`src/gfp8_pkg.sv`:
```
package gfp8_pkg;

    // ==============================
    // Native vector geometry
    // ==============================
    localparam int NV_GROUPS    = 4;
    localparam int GROUP_ELEMS  = 4;
    localparam int MAN_W        = 8;
    localparam int GROUP_W      = 32;
    localparam int EXP_W        = 8;
    localparam int ACC_W        = 32;

    // Loop dimensions and tile memory addressing
    localparam int DIM_W        = 8;
    localparam int ADDR_W       = 9;
    localparam int NV_IDX_W     = 7;
    localparam int LINES_PER_NV = 4;

    // Number format and pipeline
    localparam int GFP_EXP_BIAS = 15;
    localparam int ALIGN_LIMIT  = 31;
    localparam int COMPUTE_LAT  = 4;

    typedef enum logic [2:0] {
        IDLE    = 3'd0,
        FILL    = 3'd1,
        COMPUTE = 3'd2,
        ACCUM   = 3'd3,
        RETURN  = 3'd4,
        DONE    = 3'd5
    } bcv_state_t;

    // One group line, either raw or as four signed mantissas (element e in byte e)
    typedef union packed {
        logic [GROUP_W-1:0]                  flat;
        logic [GROUP_ELEMS-1:0][MAN_W-1:0]   man;
    } nv_group_u;

    // Exponent word of one NV, group g in byte g
    typedef union packed {
        logic [GROUP_W-1:0]                  flat;
        logic [NV_GROUPS-1:0][EXP_W-1:0]     exp;
    } nv_exp_u;

    // Aligned add of two mantissa/exponent pairs, returns {exponent, mantissa}
    function automatic logic [EXP_W+ACC_W-1:0] gfp_align_add(
        input logic signed [ACC_W-1:0] man_a,
        input logic signed [EXP_W-1:0] exp_a,
        input logic signed [ACC_W-1:0] man_b,
        input logic signed [EXP_W-1:0] exp_b
    );
        logic signed [EXP_W-1:0] max_exp;
        logic [EXP_W:0]          gap_a;
        logic [EXP_W:0]          gap_b;
        logic signed [ACC_W-1:0] al_a;
        logic signed [ACC_W-1:0] al_b;
        max_exp = (exp_a > exp_b) ? exp_a : exp_b;
        // Gap can reach 255, so one extra bit
        gap_a = {max_exp[EXP_W-1], max_exp} - {exp_a[EXP_W-1], exp_a};
        gap_b = {max_exp[EXP_W-1], max_exp} - {exp_b[EXP_W-1], exp_b};
        // Flush to zero past the shift limit
        if (gap_a > ALIGN_LIMIT) begin
            al_a = '0;
        end else begin
            al_a = man_a >>> gap_a;
        end
        if (gap_b > ALIGN_LIMIT) begin
            al_b = '0;
        end else begin
            al_b = man_b >>> gap_b;
        end
        return {max_exp, al_a + al_b};
    endfunction

endpackage

```
`src/nv_pair_if.sv`:
```
`timescale 1ns/1ps

interface nv_pair_if import gfp8_pkg::*; ();

    // Left and right NV as captured by the fetch stage
    nv_exp_u                     left_exp;
    nv_group_u [NV_GROUPS-1:0]   left_man;
    nv_exp_u                     right_exp;
    nv_group_u [NV_GROUPS-1:0]   right_man;

    // One-cycle strobe, data stable while high
    logic                        valid;

    modport src (
        output left_exp,
        output left_man,
        output right_exp,
        output right_man,
        output valid
    );

    modport dst (
        input  left_exp,
        input  left_man,
        input  right_exp,
        input  right_man,
        input  valid
    );

endinterface

```
`src/nv_fetch.sv`:
```
`timescale 1ns/1ps

module nv_fetch import gfp8_pkg::*; (
    input  logic                       i_clk,
    input  logic                       i_reset_n,
    input  logic                       i_fill_active,
    input  logic [DIM_W-1:0]           i_b_idx,
    input  logic [DIM_W-1:0]           i_c_idx,
    input  logic [DIM_W-1:0]           i_v_idx,
    input  logic [DIM_W-1:0]           i_dim_v,
    input  logic [ADDR_W-1:0]          i_left_base,
    input  logic [ADDR_W-1:0]          i_right_base,
    output logic [NV_IDX_W-1:0]        o_nv_left_rd_idx,
    output logic [NV_IDX_W-1:0]        o_nv_right_rd_idx,
    input  nv_exp_u                    i_nv_left_exp,
    input  nv_exp_u                    i_nv_right_exp,
    input  nv_group_u [NV_GROUPS-1:0]  i_nv_left_man,
    input  nv_group_u [NV_GROUPS-1:0]  i_nv_right_man,
    nv_pair_if.src                     pair
);

    logic [2*DIM_W-1:0] left_off;
    logic [2*DIM_W-1:0] right_off;
    logic               fill_q;
    logic               first_fill;

    // Row offsets in NV units, left walks b and right walks c
    assign left_off  = i_b_idx * i_dim_v + i_v_idx;
    assign right_off = i_c_idx * i_dim_v + i_v_idx;

    // Base converted from lines to NVs, sum wraps at 128
    assign o_nv_left_rd_idx  = i_fill_active ?
        NV_IDX_W'(i_left_base / LINES_PER_NV + left_off) : '0;
    assign o_nv_right_rd_idx = i_fill_active ?
        NV_IDX_W'(i_right_base / LINES_PER_NV + right_off) : '0;

    assign first_fill = i_fill_active & ~fill_q;

    always_ff @(posedge i_clk or negedge i_reset_n) begin
        if (!i_reset_n) begin
            fill_q     <= 1'b0;
            pair.valid <= 1'b0;
        end else begin
            fill_q     <= i_fill_active;
            // High in the second FILL cycle only
            pair.valid <= first_fill;
        end
    end

    // NV buffers, loaded once per V step
    always_ff @(posedge i_clk) begin
        if (first_fill) begin
            pair.left_exp  <= i_nv_left_exp;
            pair.left_man  <= i_nv_left_man;
            pair.right_exp <= i_nv_right_exp;
            pair.right_man <= i_nv_right_man;
        end
    end

    a_valid_single: assert property (@(posedge i_clk) disable iff (!i_reset_n)
        pair.valid |=> !pair.valid);

endmodule

```
`src/flat_wrapper.sv`:
```
// flat-port wrapper written by rule: the top's interface ports become plain ports
module nv_fetch_flat import gfp8_pkg::*;
  (i_clk, i_reset_n, i_fill_active, i_b_idx, i_c_idx, i_v_idx, i_dim_v, i_left_base, i_right_base, o_nv_left_rd_idx, o_nv_right_rd_idx, i_nv_left_exp, i_nv_right_exp, i_nv_left_man, i_nv_right_man, pair_left_exp, pair_left_man, pair_right_exp, pair_right_man, pair_valid);
  nv_pair_if pair_i ();
  input  logic i_clk;
  input  logic i_reset_n;
  input  logic i_fill_active;
  input  logic [DIM_W-1:0] i_b_idx;
  input  logic [DIM_W-1:0] i_c_idx;
  input  logic [DIM_W-1:0] i_v_idx;
  input  logic [DIM_W-1:0] i_dim_v;
  input  logic [ADDR_W-1:0] i_left_base;
  input  logic [ADDR_W-1:0] i_right_base;
  output logic [NV_IDX_W-1:0] o_nv_left_rd_idx;
  output logic [NV_IDX_W-1:0] o_nv_right_rd_idx;
  input  nv_exp_u i_nv_left_exp;
  input  nv_exp_u i_nv_right_exp;
  input  nv_group_u [NV_GROUPS-1:0] i_nv_left_man;
  input  nv_group_u [NV_GROUPS-1:0] i_nv_right_man;
  output wire logic [$bits(pair_i.left_exp)-1:0] pair_left_exp;
  output wire logic [$bits(pair_i.left_man)-1:0] pair_left_man;
  output wire logic [$bits(pair_i.right_exp)-1:0] pair_right_exp;
  output wire logic [$bits(pair_i.right_man)-1:0] pair_right_man;
  output wire logic [$bits(pair_i.valid)-1:0] pair_valid;
  assign pair_left_exp = pair_i.left_exp;
  assign pair_left_man = pair_i.left_man;
  assign pair_right_exp = pair_i.right_exp;
  assign pair_right_man = pair_i.right_man;
  assign pair_valid = pair_i.valid;
  nv_fetch u_core (.i_clk(i_clk), .i_reset_n(i_reset_n), .i_fill_active(i_fill_active), .i_b_idx(i_b_idx), .i_c_idx(i_c_idx), .i_v_idx(i_v_idx), .i_dim_v(i_dim_v), .i_left_base(i_left_base), .i_right_base(i_right_base), .o_nv_left_rd_idx(o_nv_left_rd_idx), .o_nv_right_rd_idx(o_nv_right_rd_idx), .i_nv_left_exp(i_nv_left_exp), .i_nv_right_exp(i_nv_right_exp), .i_nv_left_man(i_nv_left_man), .i_nv_right_man(i_nv_right_man), .pair(pair_i));
endmodule
```
`config.mk`:
```
export PLATFORM = sky130hd
export DESIGN_NAME = nv_fetch_flat
export DESIGN_NICKNAME = d
export VERILOG_FILES = /design/src/gfp8_pkg.sv /design/src/nv_pair_if.sv /design/src/nv_fetch.sv /design/src/flat_wrapper.sv
export SDC_FILE = /design/constraint.sdc
export NUM_CORES = 1
export LEC_CHECK = 0
export BUFFER_PORTS_ARGS = -buffer_cell sky130_fd_sc_hd__buf_4
export CAP_MARGIN = 15
export CORE_AREA = 4 4 276 278
export CTS_CLUSTER_SIZE = 10
export DETAILED_ROUTE_END_ITERATION = 10
export DIE_AREA = 0 0 280 282
export GPL_TIMING_DRIVEN = 0
export MAX_ROUTING_LAYER = met4
export PLACE_DENSITY = 0.47
export SYNTH_ARGS = -nofsm -noshare
export SYNTH_HDL_FRONTEND = slang
export SYNTH_SLANG_ARGS = --single-unit
```
`constraint.sdc`:
```
create_clock -name i_clk -period 29.5 [get_ports i_clk]
set_clock_uncertainty 0.05 [all_clocks]
set_input_delay 4.425 -clock i_clk [delete_from_list [all_inputs] [get_ports i_clk]]
set_output_delay 4.425 -clock i_clk [all_outputs]
set_load 0.02 [all_outputs]
```
Word level (Yosys, flattened, before mapping)
Index checks and enable logic that the tools add are counted.

word-level totals
  flip-flop bits (word level) = 322
  bits in latches = 0
  memory bits (writable) = 0
  bits in read-only memories = 0
  input port bits = 373
  output and inout port bits = 335
  word-level logic and storage cells = 22
  memories = 0

cells by class
  $add $sub $neg = 4
  multiply operators = 2
  div/mod/pow operators = 0
  magnitude comparators = 0
  equality and inequality tests = 0
  shift operators = 0
  multiplexer cells = 2
  bitwise logic cells = 2
  reduce and logical (&&, ||, !) cells = 0

operators with widths
  kind                       number
  adder 7 bit                4
  multiplier 8 x 8 -> 7 bit  2
  2-to-1 mux 7 bit           2
  AND 1 bit                  1
  NOT 1 bit                  1

Logic depth before layout (Yosys ltp)
Gate-level depths: netlist (run 1).

  depth after elaboration = 4
  gate-level depth with buffers = 15
  mapped depth without buffers = 14

Least setup slack after synthesis (run 1)
No wires, ideal clock.

  kind = in2reg
  from = in i_fill_active
  to = reg u_core.pair.valid
  setup time = 1.581 ns
  data arrival time = 18.199 ns
  required time = 27.869 ns
  path slack = 9.669 ns
  stages = 1
  buffers on the path = 0
  path through = nor2b_1

on the way
  word-level cells in the longest chain between the ends = 1

ends and longest elaborated chain
  what                  RTL line           source
  start, declared       flat_wrapper.sv:7  input logic i_fill_active;
  AND 1 bit             nv_fetch.sv:37     assign first_fill = i_fill_active & ~fill_q;
  end signal, assigned  nv_fetch.sv:46     pair.valid <= first_fill;
  end, declared         nv_pair_if.sv:19   output valid

No other way between the ends.
A chain may end at the register's enable or synchronous reset.

Worst setup path after layout (run 1)
  from = in i_dim_v[0]
  to = out o_nv_left_rd_idx[6]

on the way
  word-level cells in the longest chain between the ends = 4

ends and longest elaborated chain
  what                       RTL line            source
  start, declared            flat_wrapper.sv:11  input logic [DIM_W-1:0] i_dim_v;
  multiplier 8 x 8 -> 7 bit  nv_fetch.sv:28      assign left_off = i_b_idx * i_dim_v + i_v_idx;
  adder 7 bit                nv_fetch.sv:28
  adder 7 bit                nv_fetch.sv:33      NV_IDX_W'(i_left_base / LINES_PER_NV + left_off) : '0;
  2-to-1 mux 7 bit           nv_fetch.sv:32      assign o_nv_left_rd_idx = i_fill_active ?
  end, declared              flat_wrapper.sv:14  output logic [NV_IDX_W-1:0] o_nv_left_rd_idx;

No other way between the ends.

==> summary.md, run 1 <==
| Metric | Value |
|---|---|
| Clock Sink Count | `322` |
| R2R cell count | `4` |
| Grt ovf | `0` |
| Synthesized instance count | `approximately 540` |
| Leading area contributor after synthesis | `edfxtp_1` |
| Die span in x | `between 200 and 300 um` |
| Number of flops mapped to enable cells by yosys | `320` |
| Slowest cell on the critical path | `fa_1` |
| Worst-Margin Slew | `923 ps` |
| Max cap viols | `0` |
| Worst Path Arrival | `8530 ps` |
| Overall die area | `0.0790 mm2` |
| TritonRoute pass-1 iters | `4` |
| Worst path depth | `17` |
| Fmax | `0.0769 GHz` |
| I/O Buffers | `between 600 and 700` |
| Max VDD drop | `between 0.00004 and 0.00005 V` |
| # DRC | `0` |
| Final ANT Viol Nets | `0` |
| Family with the most delay on the worst path | `adder cells` |
| Area of the multi-input gates | `between 0.0015 and 0.002 mm2` |
| YS warnings | `0` |
| NumNets Final | `1726` |
| Initial antenna violation count | `21` |
| Post-synth ARST share | `0.00621` |
| Power Density | `63.0 mW/mm2` |
| Sw power | `around 320 uW` |
| Hold slack | `about 700 ps` |
| Slew Viols, Final | `0` |
| Syn avg cell area | `roughly 21 um2` |
| Number of post-CTS setup repair buffers | `0` |
| Switching share of total power | `0.258` |
| Setup TNS | `0 ps` |
| H-tree depth | `2` |
| CP Buf/Inv Count | `7` |
| Bufs on Longest Clock Path | `3` |
| Hold Fails Final Rpt | `0` |
| Gr usage total | `0.119` |
| Post-synth top flop | `edfxtp_1` |
| Synth Net Count | `between 900 and 1000` |
| CP max stage delay | `540 ps` |
| Post-detail-place hpwl | `between 40 and 50 mm` |
| CP Launch Type | `input port` |
| Critical Path RT | `25020 ps` |
| Resized cells post-CTS | `0` |
| Period Utilization, post-route | `0.441` |
| LEAKAGE | `~0.0081 uW` |
| Vias | `roughly 7800` |
| Starting density of the core | `0.157` |
| Sequential cell area | `between 0.009 and 0.01 mm2` |
| Core ar. | `0.0739 mm2` |
| Layout area overhead | `68.1%` |
| CP Max Fanout | `10` |
| Critical path, cell by cell | `buf_4 > clkbuf_1 > and2_1 > fa_1 > inv_1 > fa_1 > inv_1 > fa_1 > inv_1 > fa_1 > inv_1 > ha_1 > a21oi_1 > xnor3_1 > xnor3_1 > and2_1 > buf_4` |
| Final WL | `a little under 50 mm` |
| CTS Hold Bufs | `0` |
| P_int | `roughly 910 uW` |
| Clock transition at path regs | `roughly 60 ps` |
| FP Rows | `100` |
| Critical Path Sink Type | `output pin` |
| Most common cell in the netlist | `edfxtp_1` |
| Layout cells sized above 1 | `0.583` |
| Final Setup Violations | `0` |
| TritonCTS clock tree | `done` |
| TritonCTS buffer count | `41` |
| Placed inst area | `0.0183 mm2` |
| Post-DR vias/cell | `between 3 and 4` |
| Yosys cell types | `15` |
| Fill count | `7669` |
| Layout Cell Area excl Fill | `just under 0.02 mm2` |
| #FFs+latches synth | `~320` |
| Gate power share | `0.187` |
| IO Pins | `708` |
| Largest net degree at the start of global routing | `38` |
| Clk_lat worst skew | `560 ps` |
| Critical path class | `input port to output pin` |
| Drt first-iter violations | `between 300 and 400` |
| GP Congestion | `~0.8` |
| Synth top area share | `0.828` |
| Hold Path Stages | `1` |
| Outcome | `complete, no violations` |
| Relative slew slack | `0.383` |
| Synth top area cells | `edfxtp_1, fa_1, ha_1` |
| Mapped Area | `about 0.012 mm2` |
| Sequential fraction of the synthesis area | `0.832` |
| Die Y | `about 280 um` |
| Unrepaired setup endpoints after global routing | `false` |
| Global-route wire length before repair | `approximately 64 mm` |
| Clock share of power | `0.380` |
| Vias in the first global route | `8439` |
| Flop pwr share | `0.433` |
| Root Buffer | `clkbuf_16` |
| Hold Path Class | `register to register` |
| Min cycle time layout | `between 10000 and 15000 ps` |
| Synth cell count leaders | `edfxtp_1, inv_1, fa_1, and2_1, nand2_1` |
| Final Power | `approximately 1200 uW` |
| Fin util | `0.264` |
| WL per Instance | `around 21 um` |
worst paths after layout:
check | to | start | slack, ps
worst max-delay path | o_nv_left_rd_idx[6] | i_dim_v[0] | 16490
worst min-delay path | u_core.pair.right_man[56]$_DFFE_PP_ | u_core.fill_q$_DFF_PN0_ | 710
worst max register to register | u_core.pair.left_exp[21]$_DFFE_PP_ | u_core.fill_q$_DFF_PN0_ | 27170
worst min register to register | u_core.pair.right_man[56]$_DFFE_PP_ | u_core.fill_q$_DFF_PN0_ | 710
max in group asynchronous | u_core.pair.valid$_DFF_PN0_ | i_reset_n | 25720
min in group asynchronous | u_core.fill_q$_DFF_PN0_ | i_reset_n | 3590
flip-flops by register name, indices dropped and copies added (netlist names):
signal / cells
u_core.pair.valid: 1
u_core.pair.left_man: 128
u_core.pair.right_exp: 32
u_core.pair.left_exp: 32
u_core.pair.right_man: 128
u_core.fill_q: 1
power by group through the flow:
stage | Clock, uW | Sequential (uW) | Combinational (uW)
2_1_floorplan | 0 | 575 | 91.4
3_3_place_gp | 0 | 557 | 233
3_5_place_dp | 0 | 542 | 236
4_1_cts | 491 | 533 | 238
5_1_grt | 510 | 534 | 252
6_report | 467 | 532 | 229
layout by cell type (no fill, tap or decap), types with 2 or more instances in the layout:
cell	Yosys	routed
a21o_1	2	2
a21oi_1	2	2
and2_1	34	34
buf_12	0	10
buf_4	2	699
bufinv_16	0	2
clkbuf_1	3	8
clkbuf_16	0	42
clkinv_2	0	4
dfrtp_1	2	2
diode_2	0	16
edfxtp_1	320	320
fa_1	36	36
ha_1	26	26
inv_1	47	47
nand2_1	34	34
nor2b_1	3	2
xnor2_1	18	18
xnor3_1	4	4
xor2_1	8	8
metal layers:
layer,part of all wire,track usage
met3,0.10,0.0595
met4,0.025,0.0366
met2,0.51,0.202
met1,0.36,0.122
met5,0,-
final cells by class:
type                    instances  share of cell area
flip-flops and latches        322               0.495
multi-input cells             167              0.0900
clock inverters                11             0.00712
inverters                      47             0.00904
diodes                         16             0.00205
repair buffers                707               0.278
clock buffers                  47              0.0548
plain buffers                   5             0.00135
well taps                     969              0.0621
cells by family (layout without fill, tap and decap cells):
| logic type | Yosys count | count (layout) | synth area share |
|---|---|---|---|
| buffers and inverters | 52 | 817 | 0.0175 |
| AO/OA/AOI/OAI | 4 | 4 | 0.00216 |
| AND/OR/NAND/NOR | 71 | 71 | 0.0309 |
| XOR/XNOR | 30 | 30 | 0.0274 |
| flip-flops | 322 | 322 | 0.832 |
| adder cells (fa/ha/maj) | 62 | 62 | 0.0901 |
| other | 0 | 16 | 0 |
metrics by stage:
stage,worst slack [ps],std cells
floorplan,9670,541
global placement,1810,2207
detailed placement,16390,2217
CTS,16370,2275
global route,16250,2289
finish,16490,2291
No activity file was read; power rests on OpenSTA's default activity.
==> inputs of run 2 (changes only) <==
- ABC_AREA: unset -> 1
- CORE_AREA: 4 4 276 278 -> 4 4 277 279
- DIE_AREA: 0 0 280 282 -> 0 0 281 283
- PLACE_DENSITY: 0.47 -> 0.48
- clock period: 29.5 -> 11.7 ns (I/O delays scaled with it)
==> run 2 against run 1 <==
  * Critical path type unchanged
  * Via count is 7.9% higher
  * Critical endpoint is now o_nv_right_rd_idx[6]
  * Largest power group unchanged
  * Setup slack got worse by 13000 ps
  * Worst hold slack lost 100 ps
  * Highest routed layer unchanged
  * Routed wire length increased by 16%
  * Largest cell class unchanged
==> summary.md, run 2 <==
| Metric | Value |
|---|---|
| TritonCTS buffer count | `just over 40` |
| Synth top area share | `0.811` |
| Worst Path Arrival | `between 5000 and 6000 ps` |
| Clock transition at path regs | `~60 ps` |
| Number of flops mapped to enable cells by yosys | `between 300 and 400` |
| Overall die area | `0.0795 mm2` |
| Grt ovf | `0` |
| Synth cell count leaders | `edfxtp_1, nand2_1, inv_1, fa_1, ha_1` |
| Critical path, cell by cell | `buf_4 > clkbuf_1 > nand2_1 > fa_1 > fa_1 > inv_1 > fa_1 > inv_1 > fa_1 > inv_1 > ha_1 > a21oi_1 > nand2_1 > nand2_1 > nand2_1 > inv_1 > nand3_1 > nand3_1 > nand2_1 > nor2_1 > buf_4` |
| Largest net degree at the start of global routing | `36` |
| Slew Viols, Final | `0` |
| Hold Path Class | `register to register` |
| Die Y | `between 200 and 300 um` |
| GP Congestion | `~0.85` |
| Synthesized instance count | `~650` |
| Setup TNS | `0 ps` |
| Vias | `roughly 8500` |
| YS warnings | `0` |
| Placed inst area | `0.0185 mm2` |
| Final ANT Viol Nets | `0` |
| Starting density of the core | `0.160` |
| Leading area contributor after synthesis | `edfxtp_1` |
| Sequential fraction of the synthesis area | `0.815` |
| Number of post-CTS setup repair buffers | `0` |
| Fin cells | `between 2000 and 2500` |
| Gr usage total | `0.141` |
| Clock Sink Count | `322` |
| Fmax | `0.129 GHz` |
| Bufs on Longest Clock Path | `3` |
| Initial antenna violation count | `31` |
| Yosys cell types | `20` |
| Min cycle time layout | `between 7000 and 8000 ps` |
| TritonRoute pass-1 iters | `4` |
| Commonest non-fill, non-tap cell in the layout | `buf_4` |
| Mapped Area | `roughly 0.012 mm2` |
| Critical path class | `input port to output pin` |
| Unrepaired setup endpoints after global routing | `false` |
| LEAKAGE | `0.00854 uW` |
| CP Launch Type | `input port` |
| Layout Cell Area excl Fill | `a little under 0.02 mm2` |
| Syn avg cell area | `18.2 um2` |
| Vias in the first global route | `roughly 9000` |
| H-tree depth | `2` |
| CTS Hold Bufs | `0` |
| #FFs+latches synth | `roughly 320` |
| Critical Path RT | `approximately 9900 ps` |
| Post-synth top flop | `edfxtp_1` |
| Clk_lat worst skew | `~550 ps` |
| Post-DR vias/cell | `between 3 and 4` |
| Core ar. | `roughly 0.074 mm2` |
| I/O Buffers | `695` |
| Cell count after placement | `between 2000 and 2500` |
| Max VDD drop | `between 0.0001 and 0.00015 V` |
| Synth Net Count | `about 1100` |
| Drt first-iter violations | `412` |
| Resized cells post-CTS | `0` |
| Max cap viols | `0` |
| Most common cell in the netlist | `edfxtp_1` |
| Family with the most delay on the worst path | `adder cells` |
| Final WL | `57.0 mm` |
| Hold Fails Final Rpt | `0` |
| Critical Path Sink Type | `output pin` |
| Die span in x | `around 280 um` |
| Global-route wire length before repair | `74.7 mm` |
| FP Rows | `100` |
| Period Utilization, post-route | `0.663` |
| # DRC | `0` |
| Worst-Margin Slew | `between 500 and 600 ps` |
| CP Max Fanout | `10` |
| Root Buffer | `clkbuf_16` |
| Post-detail-place hpwl | `between 40 and 50 mm` |
| Synth top area cells | `edfxtp_1, fa_1, nand2_1` |
| TritonCTS clock tree | `done` |
| Layout cells sized above 1 | `0.541` |
| Post-synth ARST share | `0.00621` |
| Top flop regs | `u_core.pair.left_man: 128 flops, u_core.pair.right_man: 128 flops` |
| IO Pins | `between 700 and 800` |
| Outcome | `complete, no violations` |
| Layout area overhead | `66.4%` |
| Final Setup Violations | `0` |
| CP Buf/Inv Count | `7` |
| Most frequent CP cell | `nand2_1` |
| CP max stage delay | `around 540 ps` |
| Slowest cell on the critical path | `fa_1` |
| Relative slew slack | `0.608` |
| Most frequent cells in the layout | `buf_4, edfxtp_1, nand2_1` |
| Final Power | `between 3000 and 4000 uW` |
| NumNets Final | `1836` |
| WL per Instance | `23.7 um` |
| Power Density | `roughly 150 mW/mm2` |
run 2: changes by cell type after synthesis, sizes merged, moves of 6 or more:
cell	delta
nand3	+16
nand2	+85
xnor2	-12
nor2	+6
and2	-34
inv	+51
run 2: power by group:
part	internal (uW)	total (uW)	switching, uW	leakage [uW]
clock network	649	1130	486	0.000564
logic	247	552	305	0.00495
registers	1330	1350	18.7	0.00303
total	2220	3030	810	0.00854
run 2: worst paths after layout:
check                                         from                             endpoint  slack, ps  cells after the start
max                                     i_dim_v[1]                 o_nv_right_rd_idx[6]       3940                     21
min                        u_core.fill_q$_DFF_PN0_  u_core.pair.right_man[80]$_DFFE_PP_        600                      1
max reg2reg                u_core.fill_q$_DFF_PN0_   u_core.pair.left_man[10]$_DFFE_PP_       9540                      5
min reg2reg                u_core.fill_q$_DFF_PN0_  u_core.pair.right_man[80]$_DFFE_PP_        600                      1
max in group asynchronous                i_reset_n              u_core.fill_q$_DFF_PN0_      10590                      1
min in group asynchronous                i_reset_n              u_core.fill_q$_DFF_PN0_        930                      1
run 2: cells by family after synthesis:
group,count (synthesis),share of synthesized area
AND/OR/NAND/NOR,146,0.0509
flip-flops,322,0.815
adder cells (fa/ha/maj),62,0.0883
buffers and inverters,105,0.0352
XOR/XNOR,10,0.00739
AO/OA/AOI/OAI,7,0.00296
run 2: cell type report:
type | instances | area, um2
well taps | 969 | 1210
inverters | 98 | 368
repair buffers | 706 | 5450
flip-flops and latches | 322 | 9660
plain buffers | 7 | 48.8
diodes | 17 | 42.5
clock inverters | 11 | 90.1
fillers | 7661 | 54500
clock buffers | 48 | 1070
multi-input cells | 225 | 1780
run 2: per-layer routing:
layer,track usage,up-vias,part of all wire
met2,0.234,510,0.49
met1,0.137,4070,0.35
met3,0.0636,99,0.10
li1,-,3785,-
met5,-,-,0
met4,0.0734,0,0.058
run 2: stage by stage:
stage,setup slack (ps),hold WS (ps),util
floorplan,806,1410,-
global placement,-3490,1490,0.246
detailed placement,3880,611,0.250
CTS,3880,622,0.265
global route,3550,649,0.266
finish,3940,605,0.266
==> inputs of run 3 (changes only) <==
- ABC_AREA: 1 -> 0
- CORE_AREA: 4 4 277 279 -> 4 4 274 276
- DIE_AREA: 0 0 281 283 -> 0 0 278 280
- clock period: 11.7 -> 6.3 ns (I/O delays scaled with it)
==> run 3 against run 2 <==
  * Sequential cell count unchanged
  * Die area down 2.1%
  * Design area decreased by 0.74%
  * Via count is 7.7% lower
  * Clock power rose by 100%
  * Final cell count down 5.0%
==> summary.md, run 3 (same netlist as run 1, synthesis figures left out) <==
| Metric | Value |
|---|---|
| Placed inst area | `between 0.015 and 0.02 mm2` |
| Layout area overhead | `68.6%` |
| Core ar. | `a little over 0.07 mm2` |
| Most used routing layer | `met2` |
| Outcome | `complete, no violations` |
| Die span in x | `278 um` |
| Fmax | `0.165 GHz` |
| CTS Hold Bufs | `0` |
| Final WL | `between 50 and 60 mm` |
| Relative slew slack | `0.667` |
| # DRC | `0` |
| Met1 GRT Util | `0.134` |
| Initial antenna violation count | `25` |
| Setup TNS | `0 ps` |
| CP Buf/Inv Count | `6` |
| Hold Path Class | `input port to asynchronous set/reset pin` |
| Critical Path Start | `i_dim_v[1]` |
| Clock transition at path regs | `roughly 70 ps` |
| Drt first-iter violations | `around 430` |
| LEAKAGE | `0.00815 uW` |
| Critical Path RT | `5300 ps` |
| Number of post-CTS setup repair buffers | `0` |
| IO Pins | `roughly 710` |
| CP max stage delay | `between 500 and 600 ps` |
| Post-detail-place hpwl | `between 40 and 50 mm` |
| Sequential cell area | `approximately 0.0097 mm2` |
| Area of the multi-input gates | `approximately 0.0018 mm2` |
| Family with the most delay on the worst path | `adder cells` |
| Bufs on Longest Clock Path | `3` |
| Met3 Track Usage GR | `0.0612` |
| Layout cells sized above 1 | `0.581` |
| Fin worst setup slack | `around 250 ps` |
| Global-route wire length before repair | `67.9 mm` |
| Final ANT Viol Nets | `0` |
| Power Density | `300 mW/mm2` |
| Vias | `7815` |
| I/O Buffers | `697` |
| Final Setup Violations | `0` |
| Most frequent cells in the layout | `buf_4, edfxtp_1, inv_1` |
| CP Launch Type | `input port` |
| TritonCTS buffer count | `a little over 40` |
| Critical path class | `input port to output pin` |
| Clock Sink Count | `322` |
| Max cap viols | `0` |
| TritonRoute pass-1 iters | `5` |
| Commonest non-fill, non-tap cell in the layout | `buf_4` |
| Post-DR vias/cell | `between 3 and 4` |
| NumNets Final | `roughly 1700` |
| Top flop regs | `u_core.pair.left_man: 128 flops, u_core.pair.right_man: 128 flops` |
| GP Congestion | `approximately 0.81` |
| Root Buffer | `clkbuf_16` |
| Critical path, cell by cell | `buf_4 > clkbuf_1 > nand2_1 > fa_1 > fa_1 > inv_1 > fa_1 > inv_1 > fa_1 > inv_1 > ha_1 > a21oi_1 > xnor3_1 > xnor3_1 > and2_1 > buf_4` |
| Clk_lat worst skew | `roughly 550 ps` |
| Most frequent CP cell | `fa_1` |
| Critical Path Sink Type | `output pin` |
| RR Startpoint | `u_core.fill_q$_DFF_PN0_` |
| CP Max Fanout | `10` |
| Period Utilization, post-route | `0.961` |
| WL per Instance | `approximately 22 um` |
| Pre-CTS setup slack | `around 170 ps` |
| H-tree depth | `2` |
| Die Y | `around 280 um` |
| FP Rows | `between 90 and 100` |
| Hold slack | `~100 ps` |
| Worst Path Arrival | `between 5000 and 6000 ps` |
| Grt ovf | `0` |
| Max VDD drop | `0.000201 V` |
| Unrepaired setup endpoints after global routing | `false` |
| Min cycle time layout | `about 6000 ps` |
| Layout Cell Area excl Fill | `around 0.020 mm2` |
| Met2 Use GR | `0.208` |
| Largest net degree at the start of global routing | `38` |
| Fill count | `7462` |
| TritonCTS clock tree | `done` |
| Slowest cell on the critical path | `fa_1` |
| Slew Viols, Final | `0` |
| Hold Fails Final Rpt | `0` |
| Vias in the first global route | `about 8600` |
| Overall die area | `just under 0.08 mm2` |
| Gr usage total | `0.128` |
| Worst-Margin Slew | `498 ps` |
| Starting density of the core | `0.160` |
run 3: cell count changes in the layout (fill, tap and decap cells not counted), sizes merged, moves of 5 or more:
cell,previous run,this run
nand2,119,34
nor2,6,0
and2,0,34
nand3,16,0
inv,99,47
bufinv,0,5
xnor2,6,18
run 3: final timing paths:
kind,end,slack [ps],depth (start not counted)
max,o_nv_right_rd_idx[6],250,16
min,u_core.pair.valid$_DFF_PN0_,100,1
max reg2reg,u_core.pair.left_exp[5]$_DFFE_PP_,4310,4
min reg2reg,u_core.pair.valid$_DFF_PN0_,490,1
max in group asynchronous,u_core.fill_q$_DFF_PN0_,6000,1
min in group i_clk,u_core.fill_q$_DFF_PN0_,490,1
run 3: layout make-up:
class | instances | area share
sequential | 322 | 0.493
timing repair buffer | 707 | 0.278
multi-input combinational | 167 | 0.0897
tap | 959 | 0.0613
clock buffer | 49 | 0.0540
clock inverter | 13 | 0.0120
inverter | 47 | 0.00901
antenna | 15 | 0.00192
buffer | 4 | 0.00115
run 3: report_power, final:
part           internal, uW  switching, uW  leakage (uW)  total, uW
clock                  1390            915      0.000623       2310
combinational           522            544       0.00450       1070
sequential             2470           28.4       0.00303       2490
run 3: per-layer routing:
| layer | vias to the layer above | share of wire |
|---|---|---|
| li1 | 3477 | - |
| met4 | 0 | 0.023 |
| met2 | 454 | 0.51 |
| met3 | 58 | 0.11 |
| met5 | - | 0 |
| met1 | 3826 | 0.37 |
run 3: timing repair:
action,4_1_cts,5_1_grt
endpoints found under the setup margin,0,1
gates resized for setup,0,0
hold endpoints to repair,0,0
run 3: stage by stage:
stage	std cells	util	power (uW)
after CTS	2269	0.269	6010
after global routing	2283	0.270	6180
final	2283	0.270	5870
after global placement	2197	0.249	3630
after detailed placement	2207	0.251	3630
after floorplan	541	-	3080
